===== config.mk =====
export PLATFORM = sky130hd
export DESIGN_NAME = tiny16_regfile
export DESIGN_NICKNAME = d
export VERILOG_FILES = /design/src/verilog/tiny16_pkg.sv /design/src/verilog/tiny16_regfile.sv
export SDC_FILE = /design/constraint.sdc
export NUM_CORES = 2
export LEC_CHECK = 0
export BUFFER_PORTS_ARGS = -buffer_cell sky130_fd_sc_hd__buf_2
export CAP_MARGIN = 0
export CORE_MARGIN = 1.5
export CORE_UTILIZATION = 45
export DETAILED_ROUTE_END_ITERATION = 6
export GPL_TIMING_DRIVEN = 0
export PLACE_DENSITY_LB_ADDON = 0.05
export REMOVE_ABC_BUFFERS = 1
export SLEW_MARGIN = 5
export SYNTH_ARGS = -nofsm -noshare
export SYNTH_HDL_FRONTEND = slang
export SYNTH_SLANG_ARGS = --single-unit

===== constraint.sdc =====
create_clock -name clk -period 4.5 [get_ports clk]
set_input_delay 0.225 -clock clk [delete_from_list [all_inputs] [get_ports clk]]
set_output_delay 0.225 -clock clk [all_outputs]
set_load 0.02 [all_outputs]

===== src/verilog/tiny16_pkg.sv =====
package tiny16_pkg;

    // **************************************************
    // Data types
    // **************************************************
    typedef logic [15:0] word_t;
    typedef logic [7:0]  byte_t;
    typedef logic [6:0]  reg_addr_t;
    typedef logic [4:0]  alu_op_t;

    // Instruction class in opcode bits 7:5
    localparam logic [2:0] CLS_ALU     = 3'd0;
    localparam logic [2:0] CLS_ALUI8   = 3'd1;
    localparam logic [2:0] CLS_ALUI16  = 3'd2;
    localparam logic [2:0] CLS_BR      = 3'd3;
    localparam logic [2:0] CLS_JMP     = 3'd4;
    localparam logic [2:0] CLS_IO      = 3'd5;
    localparam logic [2:0] CLS_SYS     = 3'd6;
    localparam logic [2:0] CLS_ILLEGAL = 3'd7;

    // Sub-codes of the IO and SYS classes
    localparam logic [4:0] IO_OUT   = 5'd0;
    localparam logic [4:0] IO_IN    = 5'd1;
    localparam logic [4:0] SYS_HLT  = 5'd0;
    localparam logic [4:0] SYS_WFI  = 5'd1;
    localparam logic [4:0] SYS_RETI = 5'd2;

    // **************************************************
    // ALU operations
    // **************************************************
    localparam alu_op_t ALU_CLR  = 5'd0;
    localparam alu_op_t ALU_SET  = 5'd1;
    localparam alu_op_t ALU_INC  = 5'd2;
    localparam alu_op_t ALU_DEC  = 5'd3;
    localparam alu_op_t ALU_NOT  = 5'd4;
    localparam alu_op_t ALU_NEG  = 5'd5;
    localparam alu_op_t ALU_SHL  = 5'd6;
    localparam alu_op_t ALU_SHR  = 5'd7;
    localparam alu_op_t ALU_ROL  = 5'd8;
    localparam alu_op_t ALU_ROR  = 5'd9;

    localparam alu_op_t ALU_MOV  = 5'd16;
    localparam alu_op_t ALU_ADC  = 5'd17;
    localparam alu_op_t ALU_ADD  = 5'd18;
    localparam alu_op_t ALU_SBC  = 5'd19;
    localparam alu_op_t ALU_SUB  = 5'd20;
    localparam alu_op_t ALU_AND  = 5'd21;
    localparam alu_op_t ALU_OR   = 5'd22;
    localparam alu_op_t ALU_XOR  = 5'd23;

    localparam alu_op_t ALU_CMP  = 5'd30;
    localparam alu_op_t ALU_TEST = 5'd31;

    // The handler starts just past the 3-byte reset jump
    localparam int unsigned IRQ_VECTOR = 3;

    typedef enum logic [2:0] {
        FETCH,
        OPERAND1,
        OPERAND2,
        EXECUTE,
        IO_WAIT,
        WAIT_IRQ,
        HALTED,
        FAULT
    } ctrl_state_t;

endpackage


===== src/verilog/tiny16_regfile.sv =====
`timescale 1ns/1ps

module tiny16_regfile (
    input  logic                  clk,
    input  tiny16_pkg::reg_addr_t rd_addr_a,
    input  tiny16_pkg::reg_addr_t rd_addr_b,
    output tiny16_pkg::word_t     rd_data_a,
    output tiny16_pkg::word_t     rd_data_b,
    input  logic                  wr_en,
    input  tiny16_pkg::reg_addr_t wr_addr,
    input  tiny16_pkg::word_t     wr_data
);

    tiny16_pkg::word_t regs [0:127];

    // Both read ports are combinational
    assign rd_data_a = regs[rd_addr_a];
    assign rd_data_b = regs[rd_addr_b];

    always_ff @(posedge clk) begin
        if (wr_en) begin
            regs[wr_addr] <= wr_data;
        end
    end

endmodule


==> results.ini <==
[global_route]
antenna_found_initial=36
use_met1=0.344
grt_pass1_wl_um=384000
grt.busiest_layer=met2
use_met2=0.440
use_met3=0.0527
gr-usage-all-layers=0.264
first_global_vias=50200
grt_max_degree=94
gr-total-overflow=0

[min_path]
hp-start=wr_addr[0]
hold_path.class=input port to register

[final_layout]
drive_gt1_frac=0.473
syn_to_final_growth_pct=14.1
top_register=regs
largestRegisters=regs (2048)
fin_util=0.518
largest_reg_flops=2048
fin_nets=4088
final_area_um2=107000
stdcell_count=7023

[clock_network]
cts_buffers=213
cts_buffer_depth=3
path_clk_slew_ns=0.06
clock_sinks=2048
htree_levels=4
root_buffer=clkbuf_16
cts_tree=done

[die]
dieHeight_um=460
num_io_pins=71
num_rows=167
core_um2=207000
die_x_um=460
floorplan.initialDensity=0.454
dieArea_um2=212000

[logic_synthesis]
syn-cell-area_um2=94200
syn_inst=3909
yosys_register_bits=2048
yosysSeqAreaShare=0.653
yosysWarningCount=0
synthDistinctLibCells=15
syn_avg_cell_area_um2=24.1

[setup_path]
critPathLaunch=rd_addr_a[2]
start_kind=input port
crit_required_ns=4.28
crit_fanout=78
arrival_ns=4.13
crit_path_end_kind=output pin
worst-setup-path-type=input port to output pin

[power_and_ir_drop]
pwr-share-comb=0.090
sequentialPowerShare=0.507
p_per_area_nw_per_um2=387
power.share.clock=0.403
p_leak_nw=32.4
power.internal_mw=32.2
power.switching_mw=9.39
vdd_ir_drop_max_mv=0.357
swShare=0.226

[timing]
whs_ns=0.0955
fmax_ghz=0.230
finalCriticalPeriod_ns=4.35
fin_crit_sh=0.968
hold_viol_final=0
setup_viol=0
drv_slew=0
tightest_slew_ns=1.22
rsz0062_at_grt=no
relSlewSlack=0.184

[placed_design]
gp_congestion=1.10
dp.final_hpwl_um=177000
placed_area_um2=100000
portBuffers=70
placed_cells=6589

[detailed_routing]
ant_nets=0
viasPerCell=6.67
drc=0
drt_iter0_markers=5612
detail_route.first_pass.iterations=6
wl_um=277000
vias=46900
avgRoutedWirePerCell_um=39.4

[outcome]
outcome=complete, no violations

[run]
cap_viol_max_count=0

cells in the mapped netlist (all sizes together):
| library cell | number | share of area |
|---|---|---|
| nand2 | 14 | 0.00056 |
| nand4 | 3 | 0.00020 |
| nor3 | 9 | 0.00048 |
| nand2b | 2 | 0.00013 |
| nand3 | 12 | 0.00064 |
| mux2 | 32 | 0.0038 |
| nor2b | 7 | 0.00047 |
| or3 | 1 | 0.000066 |
| mux4 | 1344 | 0.32 |
| edfxtp | 2048 | 0.65 |
| nor2 | 122 | 0.0049 |
| clkbuf | 163 | 0.0065 |
| buf | 152 | 0.0076 |
stage by stage:
stage                     setup slack (ns)  setup TNS, ns  power [mW]
after global placement              -14.16        -525.46        26.2
after detailed placement             -1.15         -16.54        25.1
final                                0.146              0        41.6
after global routing                0.0685              0        42.7
after CTS                          0.00317              0        41.9
after floorplan                       2.19              0        23.1
path summary, 6_finish.rpt:
check,depth (start not counted),to,slack [ns]
worst max-delay path,9,rd_data_a[10],0.15
worst min-delay path,2,regs[84][14]$_DFFE_PP_,0.1
repair_timing:
action,CTS,global route
endpoints found under the setup margin,30,23
hold buffers,18,0
resized for setup,5,0
cloned,11,4
endpoints found under the hold margin,975,0
buffers inserted,0,0
logic make-up (layout without fill, tap and decap cells):
logic type,Yosys count,count (layout),share of synthesized area
other cells,0,14,0
mux,1376,1376,0.325
buf+inv,315,627,0.0141
simple gates,170,170,0.00740
flops,2048,2048,0.653
layout by cell type, fill, tap and decap left out, types with 8 or more instances in the layout:
| master | n |
|---|---|
| nor2_4 | 57 |
| clkbuf_1 | 56 |
| bufbuf_16 | 11 |
| clkbuf_16 | 227 |
| diode_2 | 14 |
| nor2_2 | 62 |
| buf_8 | 55 |
| buf_2 | 46 |
| buf_4 | 30 |
| mux4_2 | 1344 |
| buf_16 | 67 |
| nor3_2 | 9 |
| mux2_2 | 31 |
| nand2_1 | 12 |
| dlygate4sd3_1 | 18 |
| edfxtp_1 | 2048 |
| clkinv_1 | 65 |
| bufinv_16 | 10 |
| nand3_1 | 8 |
| clkinv_2 | 30 |
layout make-up:
| cell class | instances | area (um2) |
|---|---|---|
| Antenna cell | 14 | 35.0 |
| Clock buffer | 279 | 5790 |
| Clock inverter | 108 | 718 |
| Fill cell | 15700 | 100000 |
| Multi-Input combinational cell | 1546 | 32000 |
| Sequential cell | 2048 | 61500 |
| Tap cell | 2788 | 3490 |
| Timing Repair Buffer | 240 | 3890 |
per-layer routing:
metal	routed length, um	vias up
met3	22000	493
li1	-	18200
met2	140000	2233
met1	103000	25900
met4	11300	12
met5	66	-
critical path: stages:
cell and delay, ns:
buf_12 0.34, buf_16 0.37, buf_16 0.31, bufbuf_16 0.50
mux4_2 0.36, mux4_2 0.49, mux4_2 0.62, mux2_2 0.37
buf_2 0.18
power groups by stage:
stage / Combinational (mW) / Sequential [mW] / Clock, mW
floorplan: 1.63 / 21.5 / 0
global placement: 4.71 / 21.5 / 0
detailed placement: 3.65 / 21.5 / 0
CTS: 3.73 / 21.1 / 17.0
global route: 3.89 / 21.1 / 17.7
finish: 3.75 / 21.1 / 16.8
(Power assumes the default switching activity.)
