## src/verilog/tiny16_pkg.sv

```systemverilog
package tiny16_pkg;

    // **************************************************
    // Data types
    // **************************************************
    typedef logic [15:0] word_t;
    typedef logic [7:0]  byte_t;
    typedef logic [6:0]  reg_addr_t;
    typedef logic [4:0]  alu_op_t;

    // Instruction class in opcode bits 7:5
    localparam logic [2:0] CLS_ALU     = 3'd0;
    localparam logic [2:0] CLS_ALUI8   = 3'd1;
    localparam logic [2:0] CLS_ALUI16  = 3'd2;
    localparam logic [2:0] CLS_BR      = 3'd3;
    localparam logic [2:0] CLS_JMP     = 3'd4;
    localparam logic [2:0] CLS_IO      = 3'd5;
    localparam logic [2:0] CLS_SYS     = 3'd6;
    localparam logic [2:0] CLS_ILLEGAL = 3'd7;

    // Sub-codes of the IO and SYS classes
    localparam logic [4:0] IO_OUT   = 5'd0;
    localparam logic [4:0] IO_IN    = 5'd1;
    localparam logic [4:0] SYS_HLT  = 5'd0;
    localparam logic [4:0] SYS_WFI  = 5'd1;
    localparam logic [4:0] SYS_RETI = 5'd2;

    // **************************************************
    // ALU operations
    // **************************************************
    localparam alu_op_t ALU_CLR  = 5'd0;
    localparam alu_op_t ALU_SET  = 5'd1;
    localparam alu_op_t ALU_INC  = 5'd2;
    localparam alu_op_t ALU_DEC  = 5'd3;
    localparam alu_op_t ALU_NOT  = 5'd4;
    localparam alu_op_t ALU_NEG  = 5'd5;
    localparam alu_op_t ALU_SHL  = 5'd6;
    localparam alu_op_t ALU_SHR  = 5'd7;
    localparam alu_op_t ALU_ROL  = 5'd8;
    localparam alu_op_t ALU_ROR  = 5'd9;

    localparam alu_op_t ALU_MOV  = 5'd16;
    localparam alu_op_t ALU_ADC  = 5'd17;
    localparam alu_op_t ALU_ADD  = 5'd18;
    localparam alu_op_t ALU_SBC  = 5'd19;
    localparam alu_op_t ALU_SUB  = 5'd20;
    localparam alu_op_t ALU_AND  = 5'd21;
    localparam alu_op_t ALU_OR   = 5'd22;
    localparam alu_op_t ALU_XOR  = 5'd23;

    localparam alu_op_t ALU_CMP  = 5'd30;
    localparam alu_op_t ALU_TEST = 5'd31;

    // The handler starts just past the 3-byte reset jump
    localparam int unsigned IRQ_VECTOR = 3;

    typedef enum logic [2:0] {
        FETCH,
        OPERAND1,
        OPERAND2,
        EXECUTE,
        IO_WAIT,
        WAIT_IRQ,
        HALTED,
        FAULT
    } ctrl_state_t;

endpackage

```

## src/verilog/tiny16_alu.sv

```systemverilog
`timescale 1ns/1ps

module tiny16_alu (
    input  logic                clk,
    input  logic                nreset,
    input  logic                alu_en,
    input  tiny16_pkg::alu_op_t alu_op,
    input  tiny16_pkg::word_t   operand_a,
    input  tiny16_pkg::word_t   operand_b,
    output tiny16_pkg::word_t   acc,
    output logic                c,
    output logic                z,
    output logic                n
);

    logic carry_in;

    assign carry_in = (alu_op == tiny16_pkg::ALU_ADC || alu_op == tiny16_pkg::ALU_SBC) ? c : 1'b0;

    assign z = (acc == '0);
    assign n = acc[15];

    always_ff @(posedge clk) begin
        if (!nreset) begin
            acc <= '0;
            c   <= 1'b0;
        end else if (alu_en) begin
            case (alu_op)
                // Single-operand ops work on the destination register
                tiny16_pkg::ALU_CLR: acc <= '0;
                tiny16_pkg::ALU_SET: acc <= '1;
                tiny16_pkg::ALU_INC: acc <= operand_a + 16'd1;
                tiny16_pkg::ALU_DEC: acc <= operand_a - 16'd1;
                tiny16_pkg::ALU_NOT: acc <= ~operand_a;
                tiny16_pkg::ALU_NEG: acc <= -operand_a;
                tiny16_pkg::ALU_SHL: {c, acc} <= {operand_a, 1'b0};
                tiny16_pkg::ALU_SHR: {acc, c} <= {1'b0, operand_a};
                tiny16_pkg::ALU_ROL: {c, acc} <= {operand_a, c};   // Rotate through carry
                tiny16_pkg::ALU_ROR: {acc, c} <= {c, operand_a};

                tiny16_pkg::ALU_MOV: acc <= operand_b;
                tiny16_pkg::ALU_ADD, tiny16_pkg::ALU_ADC: begin
                    {c, acc} <= {1'b0, operand_a} + {1'b0, operand_b} + {16'h0, carry_in};
                end
                // Carry holds the borrow after a subtract
                tiny16_pkg::ALU_SUB, tiny16_pkg::ALU_SBC, tiny16_pkg::ALU_CMP: begin
                    {c, acc} <= {1'b0, operand_a} - {1'b0, operand_b} - {16'h0, carry_in};
                end
                tiny16_pkg::ALU_AND, tiny16_pkg::ALU_TEST: acc <= operand_a & operand_b;
                tiny16_pkg::ALU_OR:  acc <= operand_a | operand_b;
                tiny16_pkg::ALU_XOR: acc <= operand_a ^ operand_b;
                default: begin
                end
            endcase
        end
    end

endmodule

```

## config.mk

```make
export PLATFORM = sky130hd
export DESIGN_NAME = tiny16_alu
export DESIGN_NICKNAME = d
export VERILOG_FILES = /design/src/verilog/tiny16_pkg.sv /design/src/verilog/tiny16_alu.sv
export SDC_FILE = /design/constraint.sdc
export NUM_CORES = 1
export LEC_CHECK = 0
export ABC_AREA = 0
export BUFFER_PORTS_ARGS = -buffer_cell sky130_fd_sc_hd__buf_2
export CAP_MARGIN = 40
export CORE_MARGIN = 8
export CORE_UTILIZATION = 50
export DETAILED_ROUTE_END_ITERATION = 16
export MAX_ROUTING_LAYER = met4
export PLACE_DENSITY = 0.76
export SYNTH_ARGS = -nofsm -noshare
export SYNTH_HDL_FRONTEND = slang
export SYNTH_SLANG_ARGS = --single-unit
```

## constraint.sdc

```tcl
create_clock -name clk -period 5.9 [get_ports clk]
set_clock_uncertainty 0.15 [all_clocks]
set_input_delay 0.295 -clock clk [delete_from_list [all_inputs] [get_ports clk]]
set_output_delay 0.295 -clock clk [all_outputs]
set_load 0.05 [all_outputs]
```

==> results of run 1 <==
## sequential cells by signal (all words and copies together), names as in the netlist
name	cells
c	1
acc	16
## cell type report
class | instances | area [sq um] | area share, %
multi-input cells | 597 | 4350 | 80.2
flip-flops and latches | 17 | 340 | 6.28
repair buffers | 60 | 309 | 5.70
inverters | 57 | 214 | 3.95
well taps | 133 | 166 | 3.07
clock buffers | 4 | 45.0 | 0.831
## cells by family (layout without fill, tap and decap cells)
family | after synthesis | after routing | share of synthesized area (%)
buf+inv | 92 | 121 | 7.65
flops | 17 | 17 | 6.71
mux | 3 | 3 | 0.592
xor+xnor | 43 | 43 | 7.43
simple gates | 238 | 238 | 24.7
fa+ha+maj | 82 | 82 | 21.0
compound gates | 231 | 231 | 31.9
## how the worst max path moves through the flow
stage	end	slack (ps)
after floorplan	acc[10]	2330
after global placement	c	2140
after detailed placement	acc[12]	2110
after CTS	c	2370
after global routing	c	2090
final	c	2280
## power by group
| group | switching (mW) | leakage (nW) | internal [mW] | total [mW] |
|---|---|---|---|---|
| combinational | 0.315 | 2.26 | 0.175 | 0.490 |
| sequential | 0.00716 | 0.138 | 0.122 | 0.129 |
| clock | 0.0463 | 0.0228 | 0.0481 | 0.0944 |
| total | 0.369 | 2.42 | 0.344 | 0.713 |
## routing by layer
layer	up-vias	track usage (%)	part of all wire (%)
met4	0	19.2	6.6
met1	2694	33.7	38
met2	376	47.2	46
li1	2672	-	-
met5	-	-	0
met3	98	3.31	8.8
## cell usage in the layout, fill, tap and decap left out, types with 18 or more instances in the layout
cell type / netlist / final
xnor2_1: 34 / 34
ha_1: 77 / 77
a21oi_1: 44 / 43
buf_2: 16 / 58
o21ai_0: 36 / 36
a221oi_1: 18 / 18
nand3_1: 25 / 25
nand2_1: 60 / 60
nor2_1: 46 / 46
inv_1: 57 / 57
## through the flow
stage | setup WS (ps) | total power, mW | instances | util, %
2_1_floorplan | 2330 | 0.471 | 706 | -
3_3_place_gp | 2140 | 0.602 | 863 | 54.6
3_5_place_dp | 2110 | 0.607 | 864 | 54.8
4_1_cts | 2370 | 0.699 | 868 | 55.2
5_1_grt | 2090 | 0.752 | 868 | 55.2
6_report | 2280 | 0.713 | 868 | 55.2
## tightest hold or removal path, cell delays in order
cell and delay, ps:
buf_2 180, o21ai_0 100, a21oi_1 40
==> out/summary.txt, run 1 <==
Synthesized area: 5070 sq um
Input/output buffers: 58
Initial DRC count: 829
Final hold slack: 251 ps
Hold Violations, Final: 0
Origin of the worst min-delay path: nreset
Area delta synth->final: 6.91%
Critical Path End Type: flop
Asr flop ratio synth: 0%
Total Routing Usage GR: 29.2%
Hold Buf Count CTS: 0
R2r endpoint: c
Worst-path cell chain: buf_2 > nor2_1 > nand4_1 > fa_1 > fa_1 > o211ai_2 > a211oi_1 > nor2b_1 > o31ai_1 > o41ai_2 > xnor2_1 > o221ai_1 > and4b_1
Area leader, netlist: ha_1
Placer Congestion: 1.03
H-Tree Depth: 1
Slew HR: 41.0%
Number of flops mapped to enable cells by yosys: 0
Post-CTS setup buffers: 0
Count leader, synth: ha_1
Die area: 13600 sq um
Post-synth top cells: 77 x ha_1, 60 x nand2_1, 57 x inv_1
Vias in the first global route: 5546
Clock Pin Slew Worst Setup and Hold Paths: 80 ps
R2r worst-path depth: 11
Worst r2r src: c
Worst setup path startpoint: alu_op[3]
Vias per Instance: 6.73
Final cycle utilization of the critical path: 61.4%
Post-Synthesis Cells: 706
Tmin final: 3620 ps
Die Wd: 117 um
Max_cap viols: 0
Num CTS Buffers: 3
Worst Path Max Fanout: 16
Part of the Yosys area used for sequential elements: 6.71%
Syn_area_per_cell: 7.18 sq um
CP bufs+invs: 1
Routed Antenna Nets: 0
Vias: 5840
PD cells: 132 nW/um^2
Floorplan row count: 36
RSZ-0062 raised after global routing: false
Worst reg2reg setup slack: 2380 ps
Synth Register Bits: 17
Wire length of the first global-routing pass: 30000 um
Worst min-delay path category: in2reg
Fin area: 5420 sq um
Clock Tree Root: clkbuf_8
Final setup viols: 0
Slew Viols, Final: 0
Final wirelength: 19800 um
DR DRC count: 0
Crit path DAT: 3630 ps
Count of cell types in the netlist: 79
Primary FF master, synth: dfxtp_1
Slew of the pin with the lowest slew margin: 885 ps
Critical path type: in2reg
Final #Nets: 858
Share of the synthesized area in the top cell type: 19.0%
Clock Path Buffers: 2
Die H: 117 um
Initial cell density of the core: 51.6%
First-pass iteration count of the detailed router: 6
Synth area leaders: ha_1 19%, dfxtp_1 6.7%, xnor2_1 5.9%
Crit-path most repeated cell: fa_1
Cell family with most CP delay: compound AO/OA/AOI/OAI gates
Largest net degree at the start of global routing: 35
Leak: 2.42 nW
Achievable Freq: 276 MHz
Min-Delay Path Depth: 3
VDD IR max: 0.108 mV
Worst EP required: 5910 ps
Hold path endpoint: acc[13]
Placement Cell Area: 5380 sq um
Hpwl dp: 15400 um
Initial antenna violation count: 0
Core area: 9820 sq um
Critical path's slowest cell: fa_1
Outcome: finished clean
Stages on the worst setup path: 13
Share of cells above drive strength 1: 11.3%
Filler cells: 1003
Clock tree sinks: 17
CTS tree: yes
Total grt overflow: 0
Setup TNS: 0 ps
Syn nets: 828
Post-CTS sizing: 0
Top Ports: 59
Ant diodes: 0
Worst setup SP type: input pin
Max stage delay on crit path: 460 ps
Synth Warn #: 0
Routed len/inst: 22.8 um
Clk Latency, worst-skew pair: 260 ps
(Power assumes the default switching activity.)
==> run 2: changes to the inputs <==
==> constraint.sdc (replaced) <==
create_clock -name clk -period 3.76 [get_ports clk]
set_clock_uncertainty 0.15 [all_clocks]
set_input_delay 0.188 -clock clk [delete_from_list [all_inputs] [get_ports clk]]
set_output_delay 0.188 -clock clk [all_outputs]
set_load 0.05 [all_outputs]
==> out/summary.txt, run 2 (synthesis results as in run 1) <==
CP bufs+invs: 0
Input/output buffers: 58
Sequential cell area: 340 sq um
Max_cap viols: 0
Clock tree sinks: 17
H-Tree Depth: 1
First-pass iteration count of the detailed router: 6
Crit path DAT: 3480 ps
Die area: 13600 sq um
Hold Buf Count CTS: 0
Most common cell after layout, fill and taps aside: ha_1
VDD IR max: 0.118 mV
Initial DRC count: 785
Vias per Instance: 6.74
Worst min-delay path category: in2reg
Slew HR: 43.9%
Largest Register: acc
Leak: 2.49 nW
Final cycle utilization of the critical path: 92.3%
Outcome: finished clean
Final #Nets: 872
Clk Latency, worst-skew pair: 260 ps
Routed Antenna Nets: 0
Combinational Power Share: 69.2%
Hold Violations, Final: 0
Clock Pin Slew Worst Setup and Hold Paths: 80 ps
Area delta synth->final: 8.83%
Slew of the pin with the lowest slew margin: 842 ps
CTS tree: yes
Filler cells: 1028
Total grt overflow: 0
Final wirelength: 19700 um
Setup TNS: 0 ps
Worst-path cell chain: nand4_1 > fa_1 > fa_1 > o211ai_2 > a211oi_1 > or3_1 > a21oi_1 > xnor2_1 > a221oi_1 > a21oi_1 > a21o_1
Commonest non-fill, non-tap cells in the layout: 77 x ha_1, 60 x nand2_1, 58 x buf_2
Cell family with most CP delay: compound AO/OA/AOI/OAI gates
Core area: 9820 sq um
Final setup viols: 0
Tmin final: 3470 ps
Hpwl dp: 15500 um
Largest net degree at the start of global routing: 33
Clock Path Buffers: 2
Die H: 117 um
Worst setup SP type: flop
Internal power: 548 uW
Placer Congestion: 1.02
Vias in the first global route: 5834
PD cells: 204 nW/um^2
Top Ports: 59
Routed len/inst: 22.4 um
Max stage delay on crit path: 470 ps
Sw Pwr: 579 uW
Floorplan row count: 36
Clock power frac: 13.0%
Max FFs per register: 16
Wire length of the first global-routing pass: 30800 um
Total Routing Usage GR: 29.9%
Post-CTS setup buffers: 0
Critical Path End Type: flop
Achievable Freq: 288 MHz
Slew Viols, Final: 0
Ant diodes: 0
Die Wd: 117 um
Clock Tree Root: clkbuf_8
Initial cell density of the core: 51.6%
Post-CTS sizing: 0
Num CTS Buffers: 3
Share of cells above drive strength 1: 12.8%
Seq pwr share: 17.9%
Top Registers: acc: 16 flops, c: 1 flops
RSZ-0062 raised after global routing: false
Critical path's slowest cell: dfxtp_1
Multi-input gate area: 4340 sq um
Final hold slack: 143 ps
Worst EP required: 3770 ps
Worst Path Max Fanout: 5
Vias: 5945
Sw frac: 51.4%
Critical path type: reg2reg
DR DRC count: 0
Initial antenna violation count: 0
[run 2: worst min-delay path, delay by kind of cell]
family / cells / cell delay, ps
buffers and inverters: 1 / 180
AO/OA/AOI/OAI: 2 / 140
[run 2: layer usage]
layer / global-route usage [%] / share of wire (%) / up-vias
li1: - / - / 2699
met1: 35.6 / 39 / 2736
met2: 45.8 / 45 / 399
met3: 3.88 / 9.2 / 111
met4: 21.4 / 7.5 / 0
met5: - / 0 / -
[run 2: cell type report]
type,instances,share of cell area [%]
Inverter,57,3.88
Sequential cell,17,6.17
Timing Repair Buffer,74,7.44
Multi-Input combinational cell,597,78.7
Tap cell,133,3.02
Clock buffer,4,0.816
[run 2: stage by stage]
stage          utilization (%)  instances  setup WS, ps  area (sq um)  total power [mW]
2_1_floorplan                -        706           302          5070             0.739
3_3_place_gp              55.7        878           346          5470             0.948
3_5_place_dp              55.7        878           316          5470             0.960
4_1_cts                   56.2        882           375          5520              1.11
5_1_grt                   56.2        882           198          5520              1.20
6_report                  56.2        882           290          5520              1.13
[run 2: path summary, 6_finish.rpt]
path / startpoint / endpoint / slack [ps] / cells past startpoint
hold reg to reg: acc[7] / acc[7] / 320 / 2
hold / removal: nreset / acc[11] / 140 / 3
setup / recovery: c / acc[10] / 290 / 11
setup reg to reg: c / acc[10] / 290 / 11
[run 2: power groups by stage]
stage          registers (mW)  logic (mW)  clock network [mW]
2_1_floorplan           0.239       0.500                   0
3_3_place_gp            0.204       0.744                   0
3_5_place_dp            0.205       0.756                   0
4_1_cts                 0.201       0.759               0.149
5_1_grt                 0.203       0.839               0.161
6_report                0.201       0.779               0.146
