`config.mk`:
```
export PLATFORM = sky130hd
export DESIGN_NAME = tiny16_control
export DESIGN_NICKNAME = d
export VERILOG_FILES = /design/src/verilog/tiny16_pkg.sv /design/src/verilog/tiny16_control.sv
export SDC_FILE = /design/constraint.sdc
export NUM_CORES = 1
export LEC_CHECK = 0
export BUFFER_PORTS_ARGS = -buffer_cell sky130_fd_sc_hd__buf_4
export CAP_MARGIN = 20
export CORE_AREA = 2 2 118 132
export CTS_BUF_LIST = sky130_fd_sc_hd__clkbuf_4
export CTS_CLUSTER_SIZE = 16
export DETAILED_ROUTE_END_ITERATION = 7
export DIE_AREA = 0 0 120 134
export PLACE_DENSITY = 0.67
export SLEW_MARGIN = 20
export SYNTH_ARGS = -nofsm -noshare
export SYNTH_HDL_FRONTEND = slang
export SYNTH_SLANG_ARGS = --single-unit
```
`constraint.sdc`:
```
create_clock -name clk -period 3 [get_ports clk]
set_input_delay 0 -clock clk [delete_from_list [all_inputs] [get_ports clk]]
set_output_delay 0 -clock clk [all_outputs]
set_load 0.05 [all_outputs]
```
`src/verilog/tiny16_pkg.sv`:
```
package tiny16_pkg;

    // **************************************************
    // Data types
    // **************************************************
    typedef logic [15:0] word_t;
    typedef logic [7:0]  byte_t;
    typedef logic [6:0]  reg_addr_t;
    typedef logic [4:0]  alu_op_t;

    // Instruction class in opcode bits 7:5
    localparam logic [2:0] CLS_ALU     = 3'd0;
    localparam logic [2:0] CLS_ALUI8   = 3'd1;
    localparam logic [2:0] CLS_ALUI16  = 3'd2;
    localparam logic [2:0] CLS_BR      = 3'd3;
    localparam logic [2:0] CLS_JMP     = 3'd4;
    localparam logic [2:0] CLS_IO      = 3'd5;
    localparam logic [2:0] CLS_SYS     = 3'd6;
    localparam logic [2:0] CLS_ILLEGAL = 3'd7;

    // Sub-codes of the IO and SYS classes
    localparam logic [4:0] IO_OUT   = 5'd0;
    localparam logic [4:0] IO_IN    = 5'd1;
    localparam logic [4:0] SYS_HLT  = 5'd0;
    localparam logic [4:0] SYS_WFI  = 5'd1;
    localparam logic [4:0] SYS_RETI = 5'd2;

    // **************************************************
    // ALU operations
    // **************************************************
    localparam alu_op_t ALU_CLR  = 5'd0;
    localparam alu_op_t ALU_SET  = 5'd1;
    localparam alu_op_t ALU_INC  = 5'd2;
    localparam alu_op_t ALU_DEC  = 5'd3;
    localparam alu_op_t ALU_NOT  = 5'd4;
    localparam alu_op_t ALU_NEG  = 5'd5;
    localparam alu_op_t ALU_SHL  = 5'd6;
    localparam alu_op_t ALU_SHR  = 5'd7;
    localparam alu_op_t ALU_ROL  = 5'd8;
    localparam alu_op_t ALU_ROR  = 5'd9;

    localparam alu_op_t ALU_MOV  = 5'd16;
    localparam alu_op_t ALU_ADC  = 5'd17;
    localparam alu_op_t ALU_ADD  = 5'd18;
    localparam alu_op_t ALU_SBC  = 5'd19;
    localparam alu_op_t ALU_SUB  = 5'd20;
    localparam alu_op_t ALU_AND  = 5'd21;
    localparam alu_op_t ALU_OR   = 5'd22;
    localparam alu_op_t ALU_XOR  = 5'd23;

    localparam alu_op_t ALU_CMP  = 5'd30;
    localparam alu_op_t ALU_TEST = 5'd31;

    // The handler starts just past the 3-byte reset jump
    localparam int unsigned IRQ_VECTOR = 3;

    typedef enum logic [2:0] {
        FETCH,
        OPERAND1,
        OPERAND2,
        EXECUTE,
        IO_WAIT,
        WAIT_IRQ,
        HALTED,
        FAULT
    } ctrl_state_t;

endpackage

```
`src/verilog/tiny16_control.sv`:
```
`timescale 1ns/1ps

module tiny16_control #(
    parameter int RAM_BITS = 13
) (
    input  logic                    clk,
    input  logic                    nreset,
    output logic [RAM_BITS-1:0]     fetch_addr,
    input  tiny16_pkg::byte_t       fetch_data,
    output tiny16_pkg::reg_addr_t   rd_addr_a,
    output tiny16_pkg::reg_addr_t   rd_addr_b,
    input  tiny16_pkg::word_t       rd_data_a,
    input  tiny16_pkg::word_t       rd_data_b,
    output logic                    wr_en,
    output tiny16_pkg::reg_addr_t   wr_addr,
    output tiny16_pkg::word_t       wr_data,
    output logic                    alu_en,
    output tiny16_pkg::alu_op_t     alu_op,
    output tiny16_pkg::word_t       operand_a,
    output tiny16_pkg::word_t       operand_b,
    input  tiny16_pkg::word_t       acc,
    input  logic                    c,
    input  logic                    z,
    input  logic                    n,
    output tiny16_pkg::byte_t       address,
    output tiny16_pkg::word_t       data_out,
    input  tiny16_pkg::word_t       data_in,
    output logic                    mem_valid,
    output logic                    nwr,
    input  logic                    mem_ready,
    input  logic                    interrupt,
    output logic                    in_interrupt,
    output logic                    hlt,
    output logic                    wfi,
    output logic                    error
);

    tiny16_pkg::ctrl_state_t state;

    // pc is the address of the byte now on fetch_data
    logic [RAM_BITS-1:0] pc, saved_pc, next_pc, pc_inc, br_target;
    logic                fetch_ok;
    logic                more;
    logic                wb_pend;

    tiny16_pkg::byte_t opcode, op1;
    tiny16_pkg::word_t imm, br_off, jmp_target;

    logic [2:0] f_cls, cls;
    logic [4:0] f_sub;
    logic       f_bad;
    logic [2:0] cond_hits;
    logic       cond_pass;
    logic       irq_take;
    logic       io_done;

    // **************************************************
    // Decode and branch condition
    // **************************************************
    assign f_cls = fetch_data[7:5];
    assign f_sub = fetch_data[4:0];
    assign cls   = opcode[7:5];

    assign f_bad = (f_cls == tiny16_pkg::CLS_ILLEGAL) ||
                   (f_cls == tiny16_pkg::CLS_SYS && f_sub > tiny16_pkg::SYS_RETI) ||
                   (f_cls == tiny16_pkg::CLS_IO && f_sub > tiny16_pkg::IO_IN);

    assign cond_hits = opcode[2:0] & {c, z, n};
    assign cond_pass = (|cond_hits) ^ opcode[3];

    assign irq_take = fetch_ok && interrupt && !in_interrupt &&
                      (state == tiny16_pkg::FETCH || state == tiny16_pkg::WAIT_IRQ);

    assign pc_inc     = pc + 1'b1;
    assign br_off     = {{8{fetch_data[7]}}, fetch_data};
    assign br_target  = pc_inc + br_off[RAM_BITS-1:0];   // Relative to the next instruction
    assign jmp_target = {op1, fetch_data};

    // The memory reads next_pc, so fetch_data always follows pc
    always_comb begin
        next_pc = pc;
        if (fetch_ok) begin
            case (state)
                tiny16_pkg::FETCH: begin
                    if (irq_take) begin
                        next_pc = RAM_BITS'(tiny16_pkg::IRQ_VECTOR);
                    end else if (f_cls == tiny16_pkg::CLS_SYS && f_sub == tiny16_pkg::SYS_RETI) begin
                        next_pc = saved_pc;
                    end else begin
                        next_pc = pc_inc;
                    end
                end
                tiny16_pkg::OPERAND1: begin
                    next_pc = (cls == tiny16_pkg::CLS_BR && cond_pass) ? br_target : pc_inc;
                end
                tiny16_pkg::OPERAND2: begin
                    next_pc = (cls == tiny16_pkg::CLS_JMP) ? jmp_target[RAM_BITS-1:0] : pc_inc;
                end
                tiny16_pkg::WAIT_IRQ: begin
                    if (irq_take) begin
                        next_pc = RAM_BITS'(tiny16_pkg::IRQ_VECTOR);
                    end
                end
                default: begin
                end
            endcase
        end
    end

    assign fetch_addr = next_pc;

    // **************************************************
    // Sequencer
    // **************************************************
    always_ff @(posedge clk) begin
        if (!nreset) begin
            state        <= tiny16_pkg::FETCH;
            fetch_ok     <= 1'b0;
            pc           <= '0;
            opcode       <= '0;
            more         <= 1'b0;
            wb_pend      <= 1'b0;
            in_interrupt <= 1'b0;
            hlt          <= 1'b0;
            wfi          <= 1'b0;
            error        <= 1'b0;
        end else begin
            fetch_ok <= 1'b1;   // First cycle only brings address 0 out of the memory
            pc       <= next_pc;
            wb_pend  <= 1'b0;
            if (irq_take) begin
                saved_pc     <= pc;
                in_interrupt <= 1'b1;
            end
            case (state)
                tiny16_pkg::FETCH: begin
                    if (fetch_ok && !irq_take) begin
                        opcode <= fetch_data;
                        if (f_bad) begin
                            error <= 1'b1;
                            state <= tiny16_pkg::FAULT;
                        end else if (f_cls == tiny16_pkg::CLS_SYS) begin
                            if (f_sub == tiny16_pkg::SYS_HLT) begin
                                hlt   <= 1'b1;
                                state <= tiny16_pkg::HALTED;
                            end else if (f_sub == tiny16_pkg::SYS_WFI) begin
                                wfi   <= 1'b1;
                                state <= tiny16_pkg::WAIT_IRQ;
                            end else begin
                                in_interrupt <= 1'b0;   // RETI
                            end
                        end else begin
                            state <= tiny16_pkg::OPERAND1;
                        end
                    end
                end
                tiny16_pkg::OPERAND1: begin
                    op1   <= fetch_data;
                    more  <= (cls == tiny16_pkg::CLS_ALUI16);
                    state <= (cls == tiny16_pkg::CLS_BR) ? tiny16_pkg::FETCH : tiny16_pkg::OPERAND2;
                end
                tiny16_pkg::OPERAND2: begin
                    imm  <= {imm[7:0], fetch_data};   // High byte arrives first
                    more <= 1'b0;
                    if (!more) begin
                        case (cls)
                            tiny16_pkg::CLS_IO:  state <= tiny16_pkg::IO_WAIT;
                            tiny16_pkg::CLS_JMP: state <= tiny16_pkg::FETCH;
                            default:             state <= tiny16_pkg::EXECUTE;
                        endcase
                    end
                end
                tiny16_pkg::EXECUTE: begin
                    wb_pend <= (alu_op != tiny16_pkg::ALU_CMP) && (alu_op != tiny16_pkg::ALU_TEST);
                    state   <= tiny16_pkg::FETCH;
                end
                tiny16_pkg::IO_WAIT: begin
                    if (mem_ready) begin
                        state <= tiny16_pkg::FETCH;
                    end
                end
                tiny16_pkg::WAIT_IRQ: begin
                    if (interrupt) begin
                        wfi   <= 1'b0;
                        state <= tiny16_pkg::FETCH;
                    end
                end
                default: begin   // HALTED and FAULT hold until reset
                end
            endcase
        end
    end

    // **************************************************
    // Datapath steering and I/O bus
    // **************************************************
    assign rd_addr_a = op1[6:0];
    assign rd_addr_b = imm[6:0];

    assign alu_en    = (state == tiny16_pkg::EXECUTE);
    assign alu_op    = opcode[4:0];
    assign operand_a = rd_data_a;

    always_comb begin
        case (cls)
            tiny16_pkg::CLS_ALUI8:  operand_b = {{8{imm[7]}}, imm[7:0]};
            tiny16_pkg::CLS_ALUI16: operand_b = imm;
            default:                operand_b = rd_data_b;
        endcase
    end

    assign mem_valid = (state == tiny16_pkg::IO_WAIT);
    assign io_done   = mem_valid && mem_ready;
    assign nwr       = (opcode[4:0] != tiny16_pkg::IO_OUT);
    assign address   = imm[7:0];
    assign data_out  = rd_data_a;

    // ALU results land the cycle after EXECUTE, IN data in the completing cycle
    assign wr_en   = wb_pend || (io_done && opcode[4:0] == tiny16_pkg::IO_IN);
    assign wr_addr = op1[6:0];
    assign wr_data = wb_pend ? acc : data_in;

endmodule

```
==> run metrics <==
post-detailed-routing wire length about 19 mm; post-detail-place hpwl 13.3 mm; Worst Path Class, Setup flop to primary output; DIE AREA between 15000 and 20000 µm²; violated checks negative setup slack; sequential element share of the synthesized area 33.6%; number of max-slew violations in the final report 0; Async SR Flop Fraction 0%; data arrival time at the worst-slack endpoint 3.17 ns; Post-synth EDFFs 36; most instantiated cells after synthesis 60 x sky130_fd_sc_hd__buf_4, 46 x sky130_fd_sc_hd__o21ai_0, 43 x sky130_fd_sc_hd__nand2_1; number of max-cap violations 0; transition time at the pin with the least slew margin around 0.99 ns; Synth Area per Inst 8.73 µm²; DR iter-0 viols ~440; share of the cycle needed by the critical path after routing 106%; headroom to the max-slew limit 33.8%; type of origin of the critical path flop; clk slew on worst S/H paths 0.14 ns; routability cong. 0.950; worst clock skew on the final layout 0.0265 ns; Post-Layout Inst Area about 7200 µm²; placed standard-cell area between 6000 and 7000 µm²; placed cells between 800 and 900; Core Region 14800 µm²; synthesized netlist cell count between 500 and 600; total power density per cell area 654 nW/µm²; Row Count 47; vias in the first global route 5171; cell accounting for the most synthesized area sky130_fd_sc_hd__edfxtp_1; cell types occupying the most area after synthesis sky130_fd_sc_hd__edfxtp_1 21%, sky130_fd_sc_hd__dfxtp_1 12%, sky130_fd_sc_hd__buf_4 8.9%; critical path fanouts, max 6; Clock Sinks 67; Max IR drop VDD between 0.3 and 0.4 mV; top_reg_cell synth sky130_fd_sc_hd__edfxtp_1; post-synth top area share between 20% and 30%; Antenna Violating Nets Remaining 0; register bit count reported by yosys 67; hold violation total from the final report 0; final instance count without filler cells 936; slowest CP cell sky130_fd_sc_hd__or3_4; post-detailed-route wirelength per cell 20.0 µm; Final Power 4.71 mW; Clock Path Buffers 2; data required time at the worst endpoint 3.00 ns; largest net degree at the start of global routing 35; NumNets Final 826; yosys warns 0; deepest level of the CTS H-tree 3; CP delay by family, top simple AND/OR/NAND/NOR gates; nets in the synthesized netlist approximately 670; Num CTS Buffers 9; distinct cell type count of the synthesized netlist 69; Setup Viol. Count Final 5; largest stage delay on the critical path ~0.40 ns; run status finished, violations left; classification of the worst-slack hold path primary input to primary output; min cycle time layout 3.17 ns; post-route worst setup slack -0.171 ns; GR Util All Layers 22.6%; number of antenna violations at the first check in global routing 1; setup repair after global routing missed its margin true; first-pass GRT wire length 27.9 mm; Synth Cell Area ~5100 µm²; DRC violation count after routing 0; most common cell in the synthesized netlist sky130_fd_sc_hd__buf_4; routed vias 5260; Setup crit end kind primary output; count of input and output buffers 149; die width 120 µm; Syn-to-layout area delta 42.4%; 1st-pass router iterations 6; io pins 198; die span in y 134 µm; Initial Utilization 34.3%; Place WS 0.0432 ns; TritonCTS clock tree done; critical path buffer and inverter count 2; share of cells above drive strength 1 48.0%; most prevalent standard cell on the critical path sky130_fd_sc_hd__o211ai_1; cell leakage power 2.90 nW; cell-by-cell listing of the critical path nand3_4, or3_4, and2_4, inv_4, ha_4, nand2_1, o211ai_1, o211ai_1, and4_1, o21a_1, or3_1, buf_6; clock tree root buffer cell sky130_fd_sc_hd__clkbuf_4; clock latency at the later pin of the worst-skew pair 0.47 ns; overall overflow remaining after global route 0; max frequency 0.315 GHz; post-DR vias/cell 5.62
[where the power goes]
part	switching (mW)	internal (mW)
logic	1.74	1.04
registers	0.160	1.12
clock network	0.394	0.259
total	2.29	2.42
[flip-flops by register name (all words and copies together), names as in the netlist]
name,cells
error,1
fetch_ok,1
hlt,1
imm,16
in_interrupt,1
more,1
op1,7
opcode,8
pc,13
saved_pc,13
state,3
wb_pend,1
wfi,1
[routing by layer]
metal	routed length (µm)	track usage (%)	vias up
li1	-	-	2401
met1	7050	26.2	2513
met2	9320	39.6	281
met3	1650	4.93	65
met4	663	10.5	0
met5	0	0	-
[per-stage QoR]
| step | hold WS, ns | utilization (%) | TNS, ns |
|---|---|---|---|
| CTS | 0.000526 | 47.3 | -0.534 |
| finish | 0.0000299 | 48.8 | -0.495 |
| floorplan | 0.0277 | - | -0.0465 |
| global route | 0.000110 | 48.8 | -1.41 |
| global placement | 0.000526 | 42.5 | -0.00119 |
| detailed placement | 0.000526 | 42.5 | 0 |
[worst paths after layout]
kind / from / slack [ns] / endpoint / cells past startpoint
worst max-delay path: pc[2]$_SDFF_PN0_ / -0.17 / fetch_addr[12] / 12
worst min-delay path: rd_data_a[7] / 0.00003 / data_out[7] / 0
worst max register to register: pc[2]$_SDFF_PN0_ / 0.29 / pc[8]$_SDFF_PN0_ / 13
worst min register to register: more$_SDFFE_PN0P_ / 0.49 / more$_SDFFE_PN0P_ / 2
[what timing repair did]
| action | in CTS | in global routing |
|---|---|---|
| resized for setup | 87 | 36 |
| endpoints found under the setup margin | 10 | 10 |
| cloned | 0 | 0 |
| hold buffers | 10 | 0 |
| buffers inserted | 11 | 6 |
| pin swaps | 27 | 24 |
| endpoints found under the hold margin | 46 | 0 |
[cells in the final DEF (no fill, tap or decap), types with 4 or more instances in the layout]
cell type,n
sky130_fd_sc_hd__and3b_1,4
sky130_fd_sc_hd__dlygate4sd3_1,10
sky130_fd_sc_hd__nor3_1,9
sky130_fd_sc_hd__o32a_1,4
sky130_fd_sc_hd__and2_1,12
sky130_fd_sc_hd__a21oi_2,7
sky130_fd_sc_hd__buf_6,12
sky130_fd_sc_hd__nor4_1,4
sky130_fd_sc_hd__dfxtp_1,21
sky130_fd_sc_hd__o211ai_1,13
sky130_fd_sc_hd__ha_4,10
sky130_fd_sc_hd__dfxtp_2,6
sky130_fd_sc_hd__edfxtp_1,36
sky130_fd_sc_hd__buf_4,208
sky130_fd_sc_hd__a21o_1,4
sky130_fd_sc_hd__nand2_1,41
sky130_fd_sc_hd__nor2b_1,16
sky130_fd_sc_hd__inv_1,9
sky130_fd_sc_hd__inv_2,5
sky130_fd_sc_hd__o21a_1,6
sky130_fd_sc_hd__a211oi_1,5
sky130_fd_sc_hd__nor3_2,4
sky130_fd_sc_hd__nand3_1,12
sky130_fd_sc_hd__nand2b_1,6
sky130_fd_sc_hd__xnor2_2,4
sky130_fd_sc_hd__and3_1,4
sky130_fd_sc_hd__clkbuf_4,9
sky130_fd_sc_hd__mux2i_1,10
sky130_fd_sc_hd__mux2_2,24
sky130_fd_sc_hd__o21ai_1,7
sky130_fd_sc_hd__nor2_1,29
sky130_fd_sc_hd__dfxtp_4,4
sky130_fd_sc_hd__o21ai_0,36
sky130_fd_sc_hd__nand4_1,4
sky130_fd_sc_hd__a21oi_1,32
sky130_fd_sc_hd__o21ai_2,7
sky130_fd_sc_hd__a211oi_2,5
[cell type report]
| class | count | area, µm² |
|---|---|---|
| diodes | 2 | 5.00 |
| flip-flops and latches | 67 | 1720 |
| fillers | 1378 | 7560 |
| well taps | 196 | 245 |
| repair buffers | 230 | 1800 |
| inverters | 15 | 58.8 |
| multi-input cells | 410 | 3230 |
| clock inverters | 7 | 76.3 |
| clock buffers | 9 | 67.6 |
[cells by family (layout without fill, tap and decap cells)]
family | Yosys count | count (layout) | synth area share [%]
multiplexers | 35 | 35 | 7.62
AND/OR/NAND/NOR | 183 | 183 | 19.2
adder cells (fa/ha/maj) | 14 | 14 | 3.61
other | 0 | 2 | 0
AO/OA/AOI/OAI | 167 | 167 | 21.5
XOR/XNOR | 11 | 11 | 1.90
buffers and inverters | 102 | 261 | 12.4
flip-flops | 67 | 67 | 33.6
Power figures use the tool's default switching activity.
